### src/design/dct_pkg.sv
package dct_pkg;

    // block geometry
    localparam int BLOCK_LEN = 8;
    localparam int HALF_LEN  = BLOCK_LEN / 2;

    // datapath widths
    localparam int SAMPLE_W = 17;
    // sample width rounded up to whole bytes
    localparam int STREAM_W = 8 * ((SAMPLE_W - 1) / 8 + 1);
    // cosine constants carry 7 fractional bits
    localparam int SCALE_SHIFT = 7;
    // butterfly sum times constant, and the sum of four such products
    localparam int PROD_W = 2 * SAMPLE_W + 1;

    typedef logic signed [SAMPLE_W-1:0] sample_t;
    typedef logic        [STREAM_W-1:0] stream_t;
    typedef logic signed [PROD_W-1:0]   coef_t;
    typedef logic        [2:0]          col_idx_t;
    typedef logic        [1:0]          pair_idx_t;

    typedef enum logic [1:0]
    {
        COLLECT,
        COMPUTE,
        SEND
    } core_state_t;

    // row k holds the constants for coefficient k
    // even rows pair with x[m]+x[7-m], odd rows with x[m]-x[7-m]
    localparam sample_t COS_TABLE [BLOCK_LEN][HALF_LEN] = '{
        '{ 45,  45,  45,  45},
        '{ 63,  53,  36,  12},
        '{ 59,  24, -24, -59},
        '{ 53, -12, -63, -36},
        '{ 45, -45, -45,  45},
        '{ 36, -63,  12,  53},
        '{ 24, -59,  59, -24},
        '{ 12, -36,  53, -63}
    };

endpackage

### src/design/dct_result_buffer.sv
`timescale 1ns/100ps

module dct_result_buffer
(
    input  logic               i_clk,
    input  logic               i_aresetn,
    input  logic               i_res_valid,
    input  dct_pkg::pair_idx_t i_res_pair,
    input  dct_pkg::coef_t     i_even_coef,
    input  dct_pkg::coef_t     i_odd_coef,
    input  logic               i_send,
    input  logic               i_m_ready,
    output logic               o_m_valid,
    output dct_pkg::stream_t   o_m_data,
    output logic               o_m_last,
    output logic               o_send_done
);

    import dct_pkg::*;

    coef_t    r_coef [BLOCK_LEN];
    logic     r_valid;
    col_idx_t r_idx;
    logic     w_beat;

    // coefficient store, written two at a time
    always_ff @(posedge i_clk)
    begin
        if (i_res_valid)
        begin
            r_coef[{i_res_pair, 1'b0}] <= i_even_coef;
            r_coef[{i_res_pair, 1'b1}] <= i_odd_coef;
        end
    end

    assign w_beat = r_valid && i_m_ready;

    always_ff @(posedge i_clk)
    begin
        if (!i_aresetn)
        begin
            r_valid <= 1'b0;
            r_idx   <= '0;
        end
        else if (i_send)
        begin
            r_valid <= 1'b1;
            r_idx   <= '0;
        end
        else if (w_beat)
        begin
            if (r_idx == col_idx_t'(BLOCK_LEN - 1))
            begin
                r_valid <= 1'b0;
                r_idx   <= '0;
            end
            else
            begin
                r_idx <= r_idx + 1'b1;
            end
        end
    end

    // index only moves on a beat, so data holds under back-pressure
    assign o_m_valid   = r_valid;
    assign o_m_data    = r_coef[r_idx][STREAM_W-1:0];
    assign o_m_last    = (r_idx == col_idx_t'(BLOCK_LEN - 1));
    assign o_send_done = w_beat && o_m_last;

    a_hold_under_stall: assert property (
        @(posedge i_clk) disable iff (!i_aresetn)
        (o_m_valid && !i_m_ready) |=> (o_m_valid && $stable(o_m_data) && $stable(o_m_last))
    );

endmodule

### config.mk
export PLATFORM = sky130hd
export DESIGN_NAME = dct_result_buffer
export DESIGN_NICKNAME = d
export VERILOG_FILES = /design/src/design/dct_pkg.sv /design/src/design/dct_result_buffer.sv
export SDC_FILE = /design/constraint.sdc
export NUM_CORES = 1
export LEC_CHECK = 0
export BUFFER_PORTS_ARGS = -buffer_cell sky130_fd_sc_hd__clkbuf_2
export CORE_MARGIN = 3
export CORE_UTILIZATION = 35
export CTS_BUF_LIST = sky130_fd_sc_hd__clkbuf_4 sky130_fd_sc_hd__clkbuf_8
export DETAILED_ROUTE_END_ITERATION = 7
export SLEW_MARGIN = 15
export SYNTH_ARGS = -nofsm -noshare
export SYNTH_HDL_FRONTEND = slang
export SYNTH_SLANG_ARGS = --single-unit
### constraint.sdc
create_clock -name i_clk -period 4.9 [get_ports i_clk]
set_clock_uncertainty 0.15 [all_clocks]
set_input_delay 0.98 -clock i_clk [delete_from_list [all_inputs] [get_ports i_clk]]
set_output_delay 0.98 -clock i_clk [all_outputs]
set_load 0.1 [all_outputs]
==> results of run 1 <==
-- cell usage after synthesis --
cell type,instances
edfxtp_1,192
mux4_2,48
mux2_2,12
mux2_4,12
dfxtp_1,7
buf_2,6
a21bo_2,3
a21oi_1,3
clkbuf_1,3
and3_1,2
buf_12,2
ha_1,2
nand3_1,2
a21boi_0,1
and3b_1,1
buf_1,1
buf_6,1
nand2_1,1
nand2b_1,1
nand4bb_1,1
nor2_1,1
nor3b_1,1
o21a_1,1
-- sequential cells by signal, indices dropped and copies added (netlist names), named ones only --
signal,cells
r_idx,3
r_coef,192
o_m_valid,1
-- logic make-up (layout without fill, tap and decap cells) --
| logic type | after synthesis | count (layout) | share of synthesized area (%) |
|---|---|---|---|
| adder cells (fa/ha/maj) | 2 | 2 | 0.332 |
| AND/OR/NAND/NOR | 10 | 10 | 0.845 |
| multiplexers | 72 | 72 | 18.5 |
| buffers and inverters | 13 | 117 | 1.28 |
| AO/OA/AOI/OAI | 8 | 8 | 0.796 |
| flip-flops | 199 | 199 | 78.2 |
-- metal layers --
layer | track usage, % | part of all wire [%] | vias up
met4 | 3.69 | 1.1 | 0
met5 | 0 | 0 | -
met2 | 20.0 | 52 | 61
li1 | - | - | 1478
met1 | 15.0 | 43 | 1809
met3 | 3.51 | 4.1 | 12
-- placed cells by master, fill, tap and decap left out, drive strengths merged, types with 2 or more instances in the layout --
master	instances
clkinv	5
inv	2
buf	5
nand3	2
bufinv	4
ha	2
edfxtp	192
mux2	24
mux4	48
dfxtp	7
clkbuf	100
a21oi	3
and3	2
a21bo	3
-- report_power, final --
group          internal, mW  leakage (nW)  switching [mW]
Combinational        0.0739         0.803           0.161
Clock                 0.566         0.215           0.549
Sequential             1.95          1.82          0.0259
-- path summary, 6_finish.rpt --
path / endpoint
hold reg to reg: flop
hold / removal: flop
setup / recovery: o_m_data[13]
setup reg to reg: flop
-- area by class of cell --
type | instances | area share, %
flip-flops and latches | 199 | 68.0
multi-input cells | 92 | 18.0
repair buffers | 86 | 5.10
well taps | 275 | 3.96
clock buffers | 19 | 2.86
clock inverters | 12 | 2.03
-- worst register-to-register path: cells and delay by family, from the launching register on --
kind	cells	cell delay, ns
and+or+nand+nor	1	0.19
AOI/OAI and AO/OA	1	0.19
DFF	1	0.33
adders and majority gates	2	0.43
==> key figures, run 1 <==
Status
  • Status: completed

Floorplanning
  • Total die area: ~23000 um2
  • DIE HEIGHT: approximately 150 um
  • Cell Rows: 53
  • Top-level I/O count: 104
  • CORE AREA: between 20000 and 25000 um2
  • Starting Density: 35.8%
  • Die Wd: around 150 um

Layout
  • Layout Utilization: between 40% and 50%
  • Antenna diodes: 0
  • Area of the multi-input gates: roughly 1600 um2
  • Final net count: 475
  • Layout Cells excl Fill: roughly 700
  • Seq. cell area: 5910 um2
  • P&R area growth vs syn: 15.2%
  • Final instance area: 8690 um2
  • Share of layout cells above drive strength 1: around half
  • Fillers: roughly 1800

Logic synthesis
  • Leading area contributor after synthesis: edfxtp_1
  • Top cell type's share of synthesized area: between 70% and 80%
  • Synth Instances: 304
  • Synth area leaders: edfxtp_1, mux4_2, mux2_4
  • Synth warn: 0
  • Syn_area_per_cell: 24.8 um2
  • Cell variety after synth: 23
  • Synthesized flop and latch total: slightly below 200
  • Mapped Area: 7550 um2
  • Sequential-to-total area share from yosys stat: a little under 80%
  • Syn Nets: approximately 380

Placement
  • RD Place Congestion: 0.732
  • Area after DPL: around 8300 um2
  • Pre-CTS setup slack: approximately 1.4 ns
  • Post-DP HPWL: between 7000 and 8000 um
  • Placed Cells: between 600 and 700
  • IO Port Bufs: 81

Power
  • Power, Total: ~3.3 mW
  • Pwr dens: 383 nW/um2
  • Leakage: 2.84 nW
  • Worst vdd rail ir drop: roughly 0.18 mV

Worst setup path
  • Crit path depth: 3
  • Crit path max-delay family: flip-flops
  • Crit path max fanout: 48
  • Worst Setup End Kind: output port
  • Peak per-stage delay on the critical path: about 1.0 ns
  • Flop2flop setup slack: roughly 3.5 ns
  • Buf+Inv Stages, Crit Path: 1
  • R2r worst-path depth: 4
  • Worst EP arrival: around 2.8 ns
  • Reg2reg start: r_idx[0]
  • Startpoint Class: flop
  • Critical Path, Cell by Cell: mux4_2 -> mux2_2 -> clkbuf_2
  • CP max-delay cell: dfxtp_4
  • Crit Path Class: flop to output port
  • CP required: approximately 3.8 ns

GRT
  • Total congestion overflow: 0
  • Largest net degree at the start of global routing: a little under 50
  • First-pass GRT wire length: around 21000 um
  • Initial antenna violation count: 0
  • Vias in the first global route: 3760
  • Overall routing resource usage: around an eighth

Drt
  • Post-DRT Antenna Nets: 0
  • DR vias: between 3000 and 4000
  • DRC: 0
  • DRT Wirelength: about 13000 um
  • Initial DRT Pass Iterations: 4
  • Via/cell ratio: about 5
  • Iteration-0 DRC Markers: around 140
  • Post-DR wirelength/cell: 19.5 um

Timing
  • Fin crit period: 3.93 ns
  • Hold slack: around 0.45 ns
  • Final setup violation count: 0
  • Hold Vio Cnt, Final: 0
  • Slew Limit Fails: 0
  • Setup TNS: 0 ns
  • Worst slew pin tran: a little over 1 ns
  • Slew HR: 31.9%
  • Min setup slack post-route: slightly below 1 ns
  • Fin crit share: 80.2%
  • Highest clock rate: 254 MHz
  • RSZ-0062 raised after global routing: no

Clocking
  • CTS Sinks: slightly below 200
  • Root Buffer: clkbuf_8
  • Clk buf depth: 2
  • CTS buffer count: 17
  • CTS tree: done
  • H-tree depth: 4
  • Clk_lat worst skew: roughly 0.44 ns
  • Setup bufs post-CTS: 0
  • Reg clk slew, reported paths: about 0.090 ns
  • Cts hold-fix bufs: 0
  • Post-CTS Resized: 0

Worst hold path
  • HP Start: r_idx[0]
  • Hold Crit Depth: 2
  • Hold Path Class: flop to flop

Run
  • Max-cap viol count: 0
Power figures use the tool's default switching activity.
==> inputs of run 2 (changes only) <==
ABC_AREA = 1   (was default)
clock period = 3.2 ns   (was 4.9 ns; I/O delays follow)
==> key figures, run 2 <==
Status
  • Status: completed

Logic synthesis
  • Post-synth ARST share: 0% (unchanged)
  • Synthesized flop and latch total: 199 (unchanged)
  • Post-synth top flop: edfxtp_1
  • Synth area leaders: edfxtp_1, nand2_1, inv_1
  • Synth Instances: 865 (+180%)
  • Leading area contributor after synthesis: edfxtp_1
  • Number of enable flip-flop cells after synthesis: 192 (unchanged)
  • Syn_area_per_cell: 9.97 um2 (-60%)
  • Cell variety after synth: 16 (-30%)
  • Top cell type's share of synthesized area: 66.8% (-9.6 points)
  • Syn Nets: 944 (+150%)
  • Sequential-to-total area share from yosys stat: 68.4% (-9.8 points)
  • Most numerous cell in the Yosys netlist: nand2_1
  • Mapped Area: 8630 um2 (+14%)
  • Synth warn: 0 (unchanged)
  • Post-synth top cells: nand2_1, inv_1, edfxtp_1

Worst setup path
  • CP required: 2.41 ns (-1.36 ns)
  • Crit path max-delay family: buffers and inverters
  • Worst Setup End Kind: output port
  • Buf+Inv Stages, Crit Path: 3 (+2)
  • Worst EP arrival: 2.17 ns (-0.63 ns)
  • Crit Path Class: flop to output port
  • Reg2reg start: r_idx[0]
  • Crit path max fanout: 26 (-46%)
  • CP max-delay cell: dfxtp_4
  • Peak per-stage delay on the critical path: 0.37 ns (-0.67 ns)
  • Critical Path, Cell by Cell: inv_2 -> buf_4 -> nand2_1 -> nand3_1 -> nand2_1 -> nand2_1 -> nand2_1 -> buf_12
  • Crit-path most repeated cell: nand2_1
  • Startpoint Class: flop

Timing
  • Fin crit share: between 90% and 100%
  • Slew Limit Fails: 0 (unchanged)
  • Highest clock rate: ~340 MHz
  • Final setup violation count: 0 (unchanged)
  • Slew HR: 63.9% (+32 points)
  • Min setup slack post-route: 0.245 ns (-0.725 ns)
  • RSZ-0062 raised after global routing: no
  • Hold Vio Cnt, Final: 0 (unchanged)
  • Worst slew pin tran: 0.544 ns (-0.477 ns)
  • Fin crit period: between 2 and 3 ns

Layout
  • Most frequent cells in the layout: nand2_1, inv_1, edfxtp_1, nand3_1, clkbuf_2
  • P&R area growth vs syn: 18.2%
  • Max FFs per register: 192 (unchanged)
  • Most common cell after layout, fill and taps aside: nand2_1
  • Fillers: 2257 (+22%)
  • Final net count: 1020 (+110%)
  • Largest Register: r_coef
  • Share of layout cells above drive strength 1: 13.8% (-35 points)
  • Final instance area: 10200 um2 (+17%)
  • Antenna diodes: 0 (unchanged)

Power
  • Pint: 3.78 mW (+46%)
  • Pwr dens: 510 nW/um2 (+33%)
  • Sw Share: 27.3% (+5.2 points)
  • Worst vdd rail ir drop: 0.257 mV (+46%)
  • Power, Total: 5.20 mW (+56%)
  • Clock power frac: 28.6% (-4.9 points)
  • Leakage: 4.67 nW (+65%)
  • Sequential share of power: 58.0% (-1.4 points)
  • Comb power frac: 13.4% (+6.3 points)
  • Sw Pwr: 1.42 mW (+93%)

Placement
  • IO Port Bufs: 81 (unchanged)
  • Pre-CTS setup slack: 0.730 ns (-0.650 ns)
  • Area after DPL: 9820 um2 (+19%)
  • RD Place Congestion: 0.730 (-0.33%)
  • Post-DP HPWL: 9810 um (+24%)

Clocking
  • H-tree depth: 4 (unchanged)
  • Cts hold-fix bufs: 0 (unchanged)
  • Post-CTS Resized: 0 (unchanged)
  • CTS tree: done
  • Reg clk slew, reported paths: 0.10 ns (about the same)
  • CTS Sinks: 199 (unchanged)
  • CTS buffer count: 17 (unchanged)
  • Clk buf depth: 2 (unchanged)
  • Setup bufs post-CTS: 0 (unchanged)
  • Root Buffer: clkbuf_8
  • Clk_lat worst skew: 0.45 ns (about the same)

Floorplanning
  • Total die area: 26600 um2 (+14%)
  • Top-level I/O count: 104 (unchanged)
  • CORE AREA: 23800 um2 (+13%)
  • DIE HEIGHT: 163 um (+6.7%)
  • Cell Rows: 56 (+5.7%)
  • Die Wd: 163 um (+6.7%)
  • Starting Density: 36.2% (+0.43 points)

Run
  • Max-cap viol count: 0 (unchanged)

Worst hold path
  • Hold Path Class: input port to flop
  • HP Start: i_odd_coef[11]

GRT
  • First-pass GRT wire length: 27000 um (+29%)
  • GR Util met1: 16.6% (+1.6 points)
  • Initial antenna violation count: 1 (+1)
  • Met2 usage: 23.2% (+3.2 points)
  • Overall routing resource usage: 13.3% (+1.4 points)
  • Global routing usage on met3: 3.65% (+0.14 points)
  • Vias in the first global route: 5264 (+40%)
  • Most Used Layer, Global Route: met2
  • Total congestion overflow: 0 (unchanged)
  • Largest net degree at the start of global routing: 97 (+98%)

Drt
  • Iteration-0 DRC Markers: 247 (+75%)
  • Post-DRT Antenna Nets: 0 (unchanged)
  • DR vias: 5571 (+66%)
  • DRC: 0 (unchanged)
  • DRT Wirelength: 17400 um (+30%)
  • Via/cell ratio: 4.38 (-11%)
  • Post-DR wirelength/cell: 13.6 um (-30%)
  • Initial DRT Pass Iterations: 5 (+1)
## run 2: layout make-up
type | count | area (um2) | area share [%]
flip-flops and latches | 199 | 5910 | 58.0
multi-input cells | 429 | 1800 | 17.7
repair buffers | 93 | 956 | 9.38
inverters | 201 | 754 | 7.40
well taps | 319 | 399 | 3.91
clock buffers | 17 | 234 | 2.29
clock inverters | 15 | 139 | 1.36
## run 2: worst paths after layout
path,end,slack [ns],cells past startpoint
worst max-delay path,o_m_data[8],0.24,8
worst min-delay path,r_coef[5][11],0.24,1
worst max register to register,flop,1.92,4
worst min register to register,flop,0.37,2
## run 2: logic make-up (layout without fill, tap and decap cells)
| family | count (synthesis) | in the layout | synth area share (%) |
|---|---|---|---|
| and+or+nand+nor | 423 | 423 | 19.9 |
| DFF | 199 | 199 | 68.4 |
| buffers and inverters | 237 | 326 | 11.2 |
| adders and majority gates | 2 | 2 | 0.290 |
| AOI/OAI and AO/OA | 4 | 4 | 0.232 |
## run 2: power groups by stage
stage / Clock, mW / Sequential, mW / Combinational (mW)
floorplan: 0 / 3.08 / 0.426
global placement: 0 / 3.07 / 0.695
detailed placement: 0 / 3.08 / 0.702
CTS: 1.54 / 3.02 / 0.704
global route: 1.64 / 3.03 / 0.752
finish: 1.49 / 3.02 / 0.696
## run 2: metrics by stage
| stage | utilization (%) | setup TNS, ns | hold slack, ns | std cells |
|---|---|---|---|---|
| 5_1_grt | 42.8 | 0 | 0.198 | 1273 |
| 3_3_place_gp | 41.2 | 0 | 0.348 | 1241 |
| 3_5_place_dp | 41.2 | 0 | 0.363 | 1241 |
| 6_report | 42.8 | 0 | 0.240 | 1273 |
| 2_1_floorplan | - | -0.108 | 0.331 | 865 |
| 4_1_cts | 42.8 | 0 | 0.199 | 1273 |
## run 2: routing by layer
layer  wire (um)  up-vias
met5          13        -
met4         168        2
met3         766       13
met2        8690      101
met1        7720     2617
li1            -     2838
==> inputs of run 3 (changes only) <==
CORE_MARGIN = default   (was 3)
GPL_TIMING_DRIVEN = 0   (was default)
==> key figures, run 3 (synthesis results as in run 2) <==
Timing
  • RSZ-0062 raised after global routing: no
  • Min setup slack post-route: 0.153 ns (-0.0911 ns)
  • Highest clock rate: 328 MHz (-3.0%)
  • Fin crit share: 95.2% (+2.8 points)
  • Worst slew pin tran: 0.690 ns (+0.146 ns)
  • Slew Limit Fails: 0 (unchanged)
  • Hold Vio Cnt, Final: 0 (unchanged)
  • Slew HR: 54.0% (-9.9 points)
  • Final setup violation count: 0 (unchanged)
  • Fin crit period: 3.05 ns (+0.0911 ns)
  • Setup TNS: 0 ns (unchanged)

Worst setup path
  • Flop2flop setup slack: 1.92 ns (about the same)
  • Worst Setup End Kind: output port
  • Worst EP arrival: 2.26 ns (+0.09 ns)
  • CP required: 2.41 ns (about the same)
  • R2r worst-path depth: 4 (unchanged)
  • Crit path max fanout: 10 (-62%)
  • Startpoint Class: flop
  • Crit Path Class: flop to output port

Floorplanning
  • DIE HEIGHT: 159 um (-2.5%)
  • Total die area: 25300 um2 (-4.8%)
  • Cell Rows: 57 (+1.8%)
  • Starting Density: 35.6% (-0.64 points)
  • Top-level I/O count: 104 (unchanged)
  • CORE AREA: 24200 um2 (+1.8%)
  • Die Wd: 159 um (-2.5%)

Power
  • Leakage: 4.75 nW (+1.7%)
  • Power, Total: 5.30 mW (+1.8%)
  • Worst vdd rail ir drop: 0.269 mV (+4.8%)
  • Pwr dens: 522 nW/um2 (+2.3%)

Placement
  • Post-DP HPWL: 13400 um (+37%)
  • IO Port Bufs: 81 (unchanged)
  • RD Place Congestion: 0.729 (-0.14%)
  • Placed Cells: 1282 (+3.3%)
  • Pre-CTS setup slack: 0.446 ns (-0.285 ns)

GRT
  • First-pass GRT wire length: 30400 um (+12%)
  • Initial antenna violation count: 0 (-1)
  • Overall routing resource usage: 16.2% (+2.9 points)
  • Vias in the first global route: 5671 (+7.7%)
  • Largest net degree at the start of global routing: 18 (-81%)
  • Total congestion overflow: 0 (unchanged)

Layout
  • Most frequent cells in the layout: nand2_1, inv_1, edfxtp_1, nand3_1, clkbuf_2
  • Max FFs per register: 192 (unchanged)
  • Most common cell after layout, fill and taps aside: nand2_1
  • Largest Register: r_coef
  • Share of layout cells above drive strength 1: 16.5% (+2.6 points)
  • Layout Cells excl Fill: 1314 (+3.2%)
  • Layout Utilization: 41.9% (-0.94 points)
  • Antenna diodes: 0 (unchanged)
  • Fillers: 2378 (+5.4%)
  • Final net count: 1056 (+3.5%)
  • P&R area growth vs syn: 17.6%

Clocking
  • Root Buffer: clkbuf_8
  • Setup bufs post-CTS: 0 (unchanged)
  • Clk_lat worst skew: 0.46 ns (about the same)
  • H-tree depth: 4 (unchanged)
  • Clk buf depth: 2 (unchanged)
  • CTS tree: done
  • CTS buffer count: 17 (unchanged)
  • CTS Sinks: 199 (unchanged)
  • Reg clk slew, reported paths: 0.11 ns (about the same)

Drt
  • Initial DRT Pass Iterations: 5 (unchanged)
  • Post-DRT Antenna Nets: 0 (unchanged)
  • Via/cell ratio: 4.39 (+0.25%)
  • DR vias: 5765 (+3.5%)
  • Iteration-0 DRC Markers: 502 (+100%)
  • Post-DR wirelength/cell: 15.0 um (+10%)
  • DRC: 0 (unchanged)
  • DRT Wirelength: 19700 um (+14%)

Worst hold path
  • Hold Crit Depth: 1 (unchanged)
  • Hold Path Class: input port to flop

Status
  • Status: completed

Run
  • Max-cap viol count: 0 (unchanged)
==> run 3: changes by cell type in the layout (fill, tap and decap cells not counted), moves of 3 or more <==
| cell | delta |
|---|---|
| buf_8 | +9 |
| clkinv_2 | +5 |
| buf_16 | +3 |
| buf_4 | -3 |
| buf_2 | +28 |
| clkbuf_2 | +9 |
| bufinv_16 | +3 |
| buf_6 | +6 |
| buf_12 | -32 |
| inv_8 | -3 |
| clkbuf_4 | +14 |
| clkinvlp_4 | -3 |
==> run 3: final timing paths <==
check                                   start            to
worst max-delay path                     flop   o_m_data[9]
worst min-delay path            i_odd_coef[1]  r_coef[1][1]
worst max register to register       r_idx[0]          flop
worst min register to register       r_idx[2]      r_idx[2]
==> run 3: power breakdown <==
| group | leakage, nW | total, mW | internal, mW | switching [mW] |
|---|---|---|---|---|
| registers | 1.82 | 3.01 | 2.99 | 0.0287 |
| logic | 2.72 | 0.632 | 0.154 | 0.478 |
| clock network | 0.210 | 1.65 | 0.778 | 0.872 |
==> run 3: stage by stage <==
step,cell area [um2],hold slack (ns)
2_1_floorplan,8650,0.331
3_3_place_gp,9460,0.354
3_5_place_dp,9700,0.354
4_1_cts,10100,0.219
5_1_grt,10200,0.208
6_report,10200,0.241
==> run 3: cell type report <==
cell class | count | area [um2] | area share [%]
buffer | 36 | 220 | 2.17
clock buffer | 17 | 234 | 2.30
clock inverter | 15 | 173 | 1.70
tap | 324 | 405 | 3.99
sequential | 199 | 5910 | 58.2
inverter | 201 | 754 | 7.43
multi-input combinational | 429 | 1800 | 17.8
timing repair buffer | 93 | 656 | 6.46
==> run 3: routing by layer <==
metal | vias up | wire, um | GRT usage [%]
li1 | 2903 | - | -
met1 | 2664 | 8380 | 19.8
met2 | 167 | 9770 | 28.0
met3 | 31 | 1190 | 4.04
met4 | 0 | 385 | 5.55
met5 | - | 0 | 0
==> run 3: critical path: stages (launching register included) <==
cell and delay, ns:
dfxtp_1 0.36, inv_1 0.09, buf_2 0.27, buf_2 0.33, nand3_1 0.12, nand2_1 0.07, nand2_1 0.05, nand2_1 0.07
buf_2 0.42
==> run 3: repair_timing <==
action,in CTS,in global routing
endpoints found under the setup margin,18,21
hold endpoints to repair,0,0
gates resized for setup,4,38
hold buffers,0,0
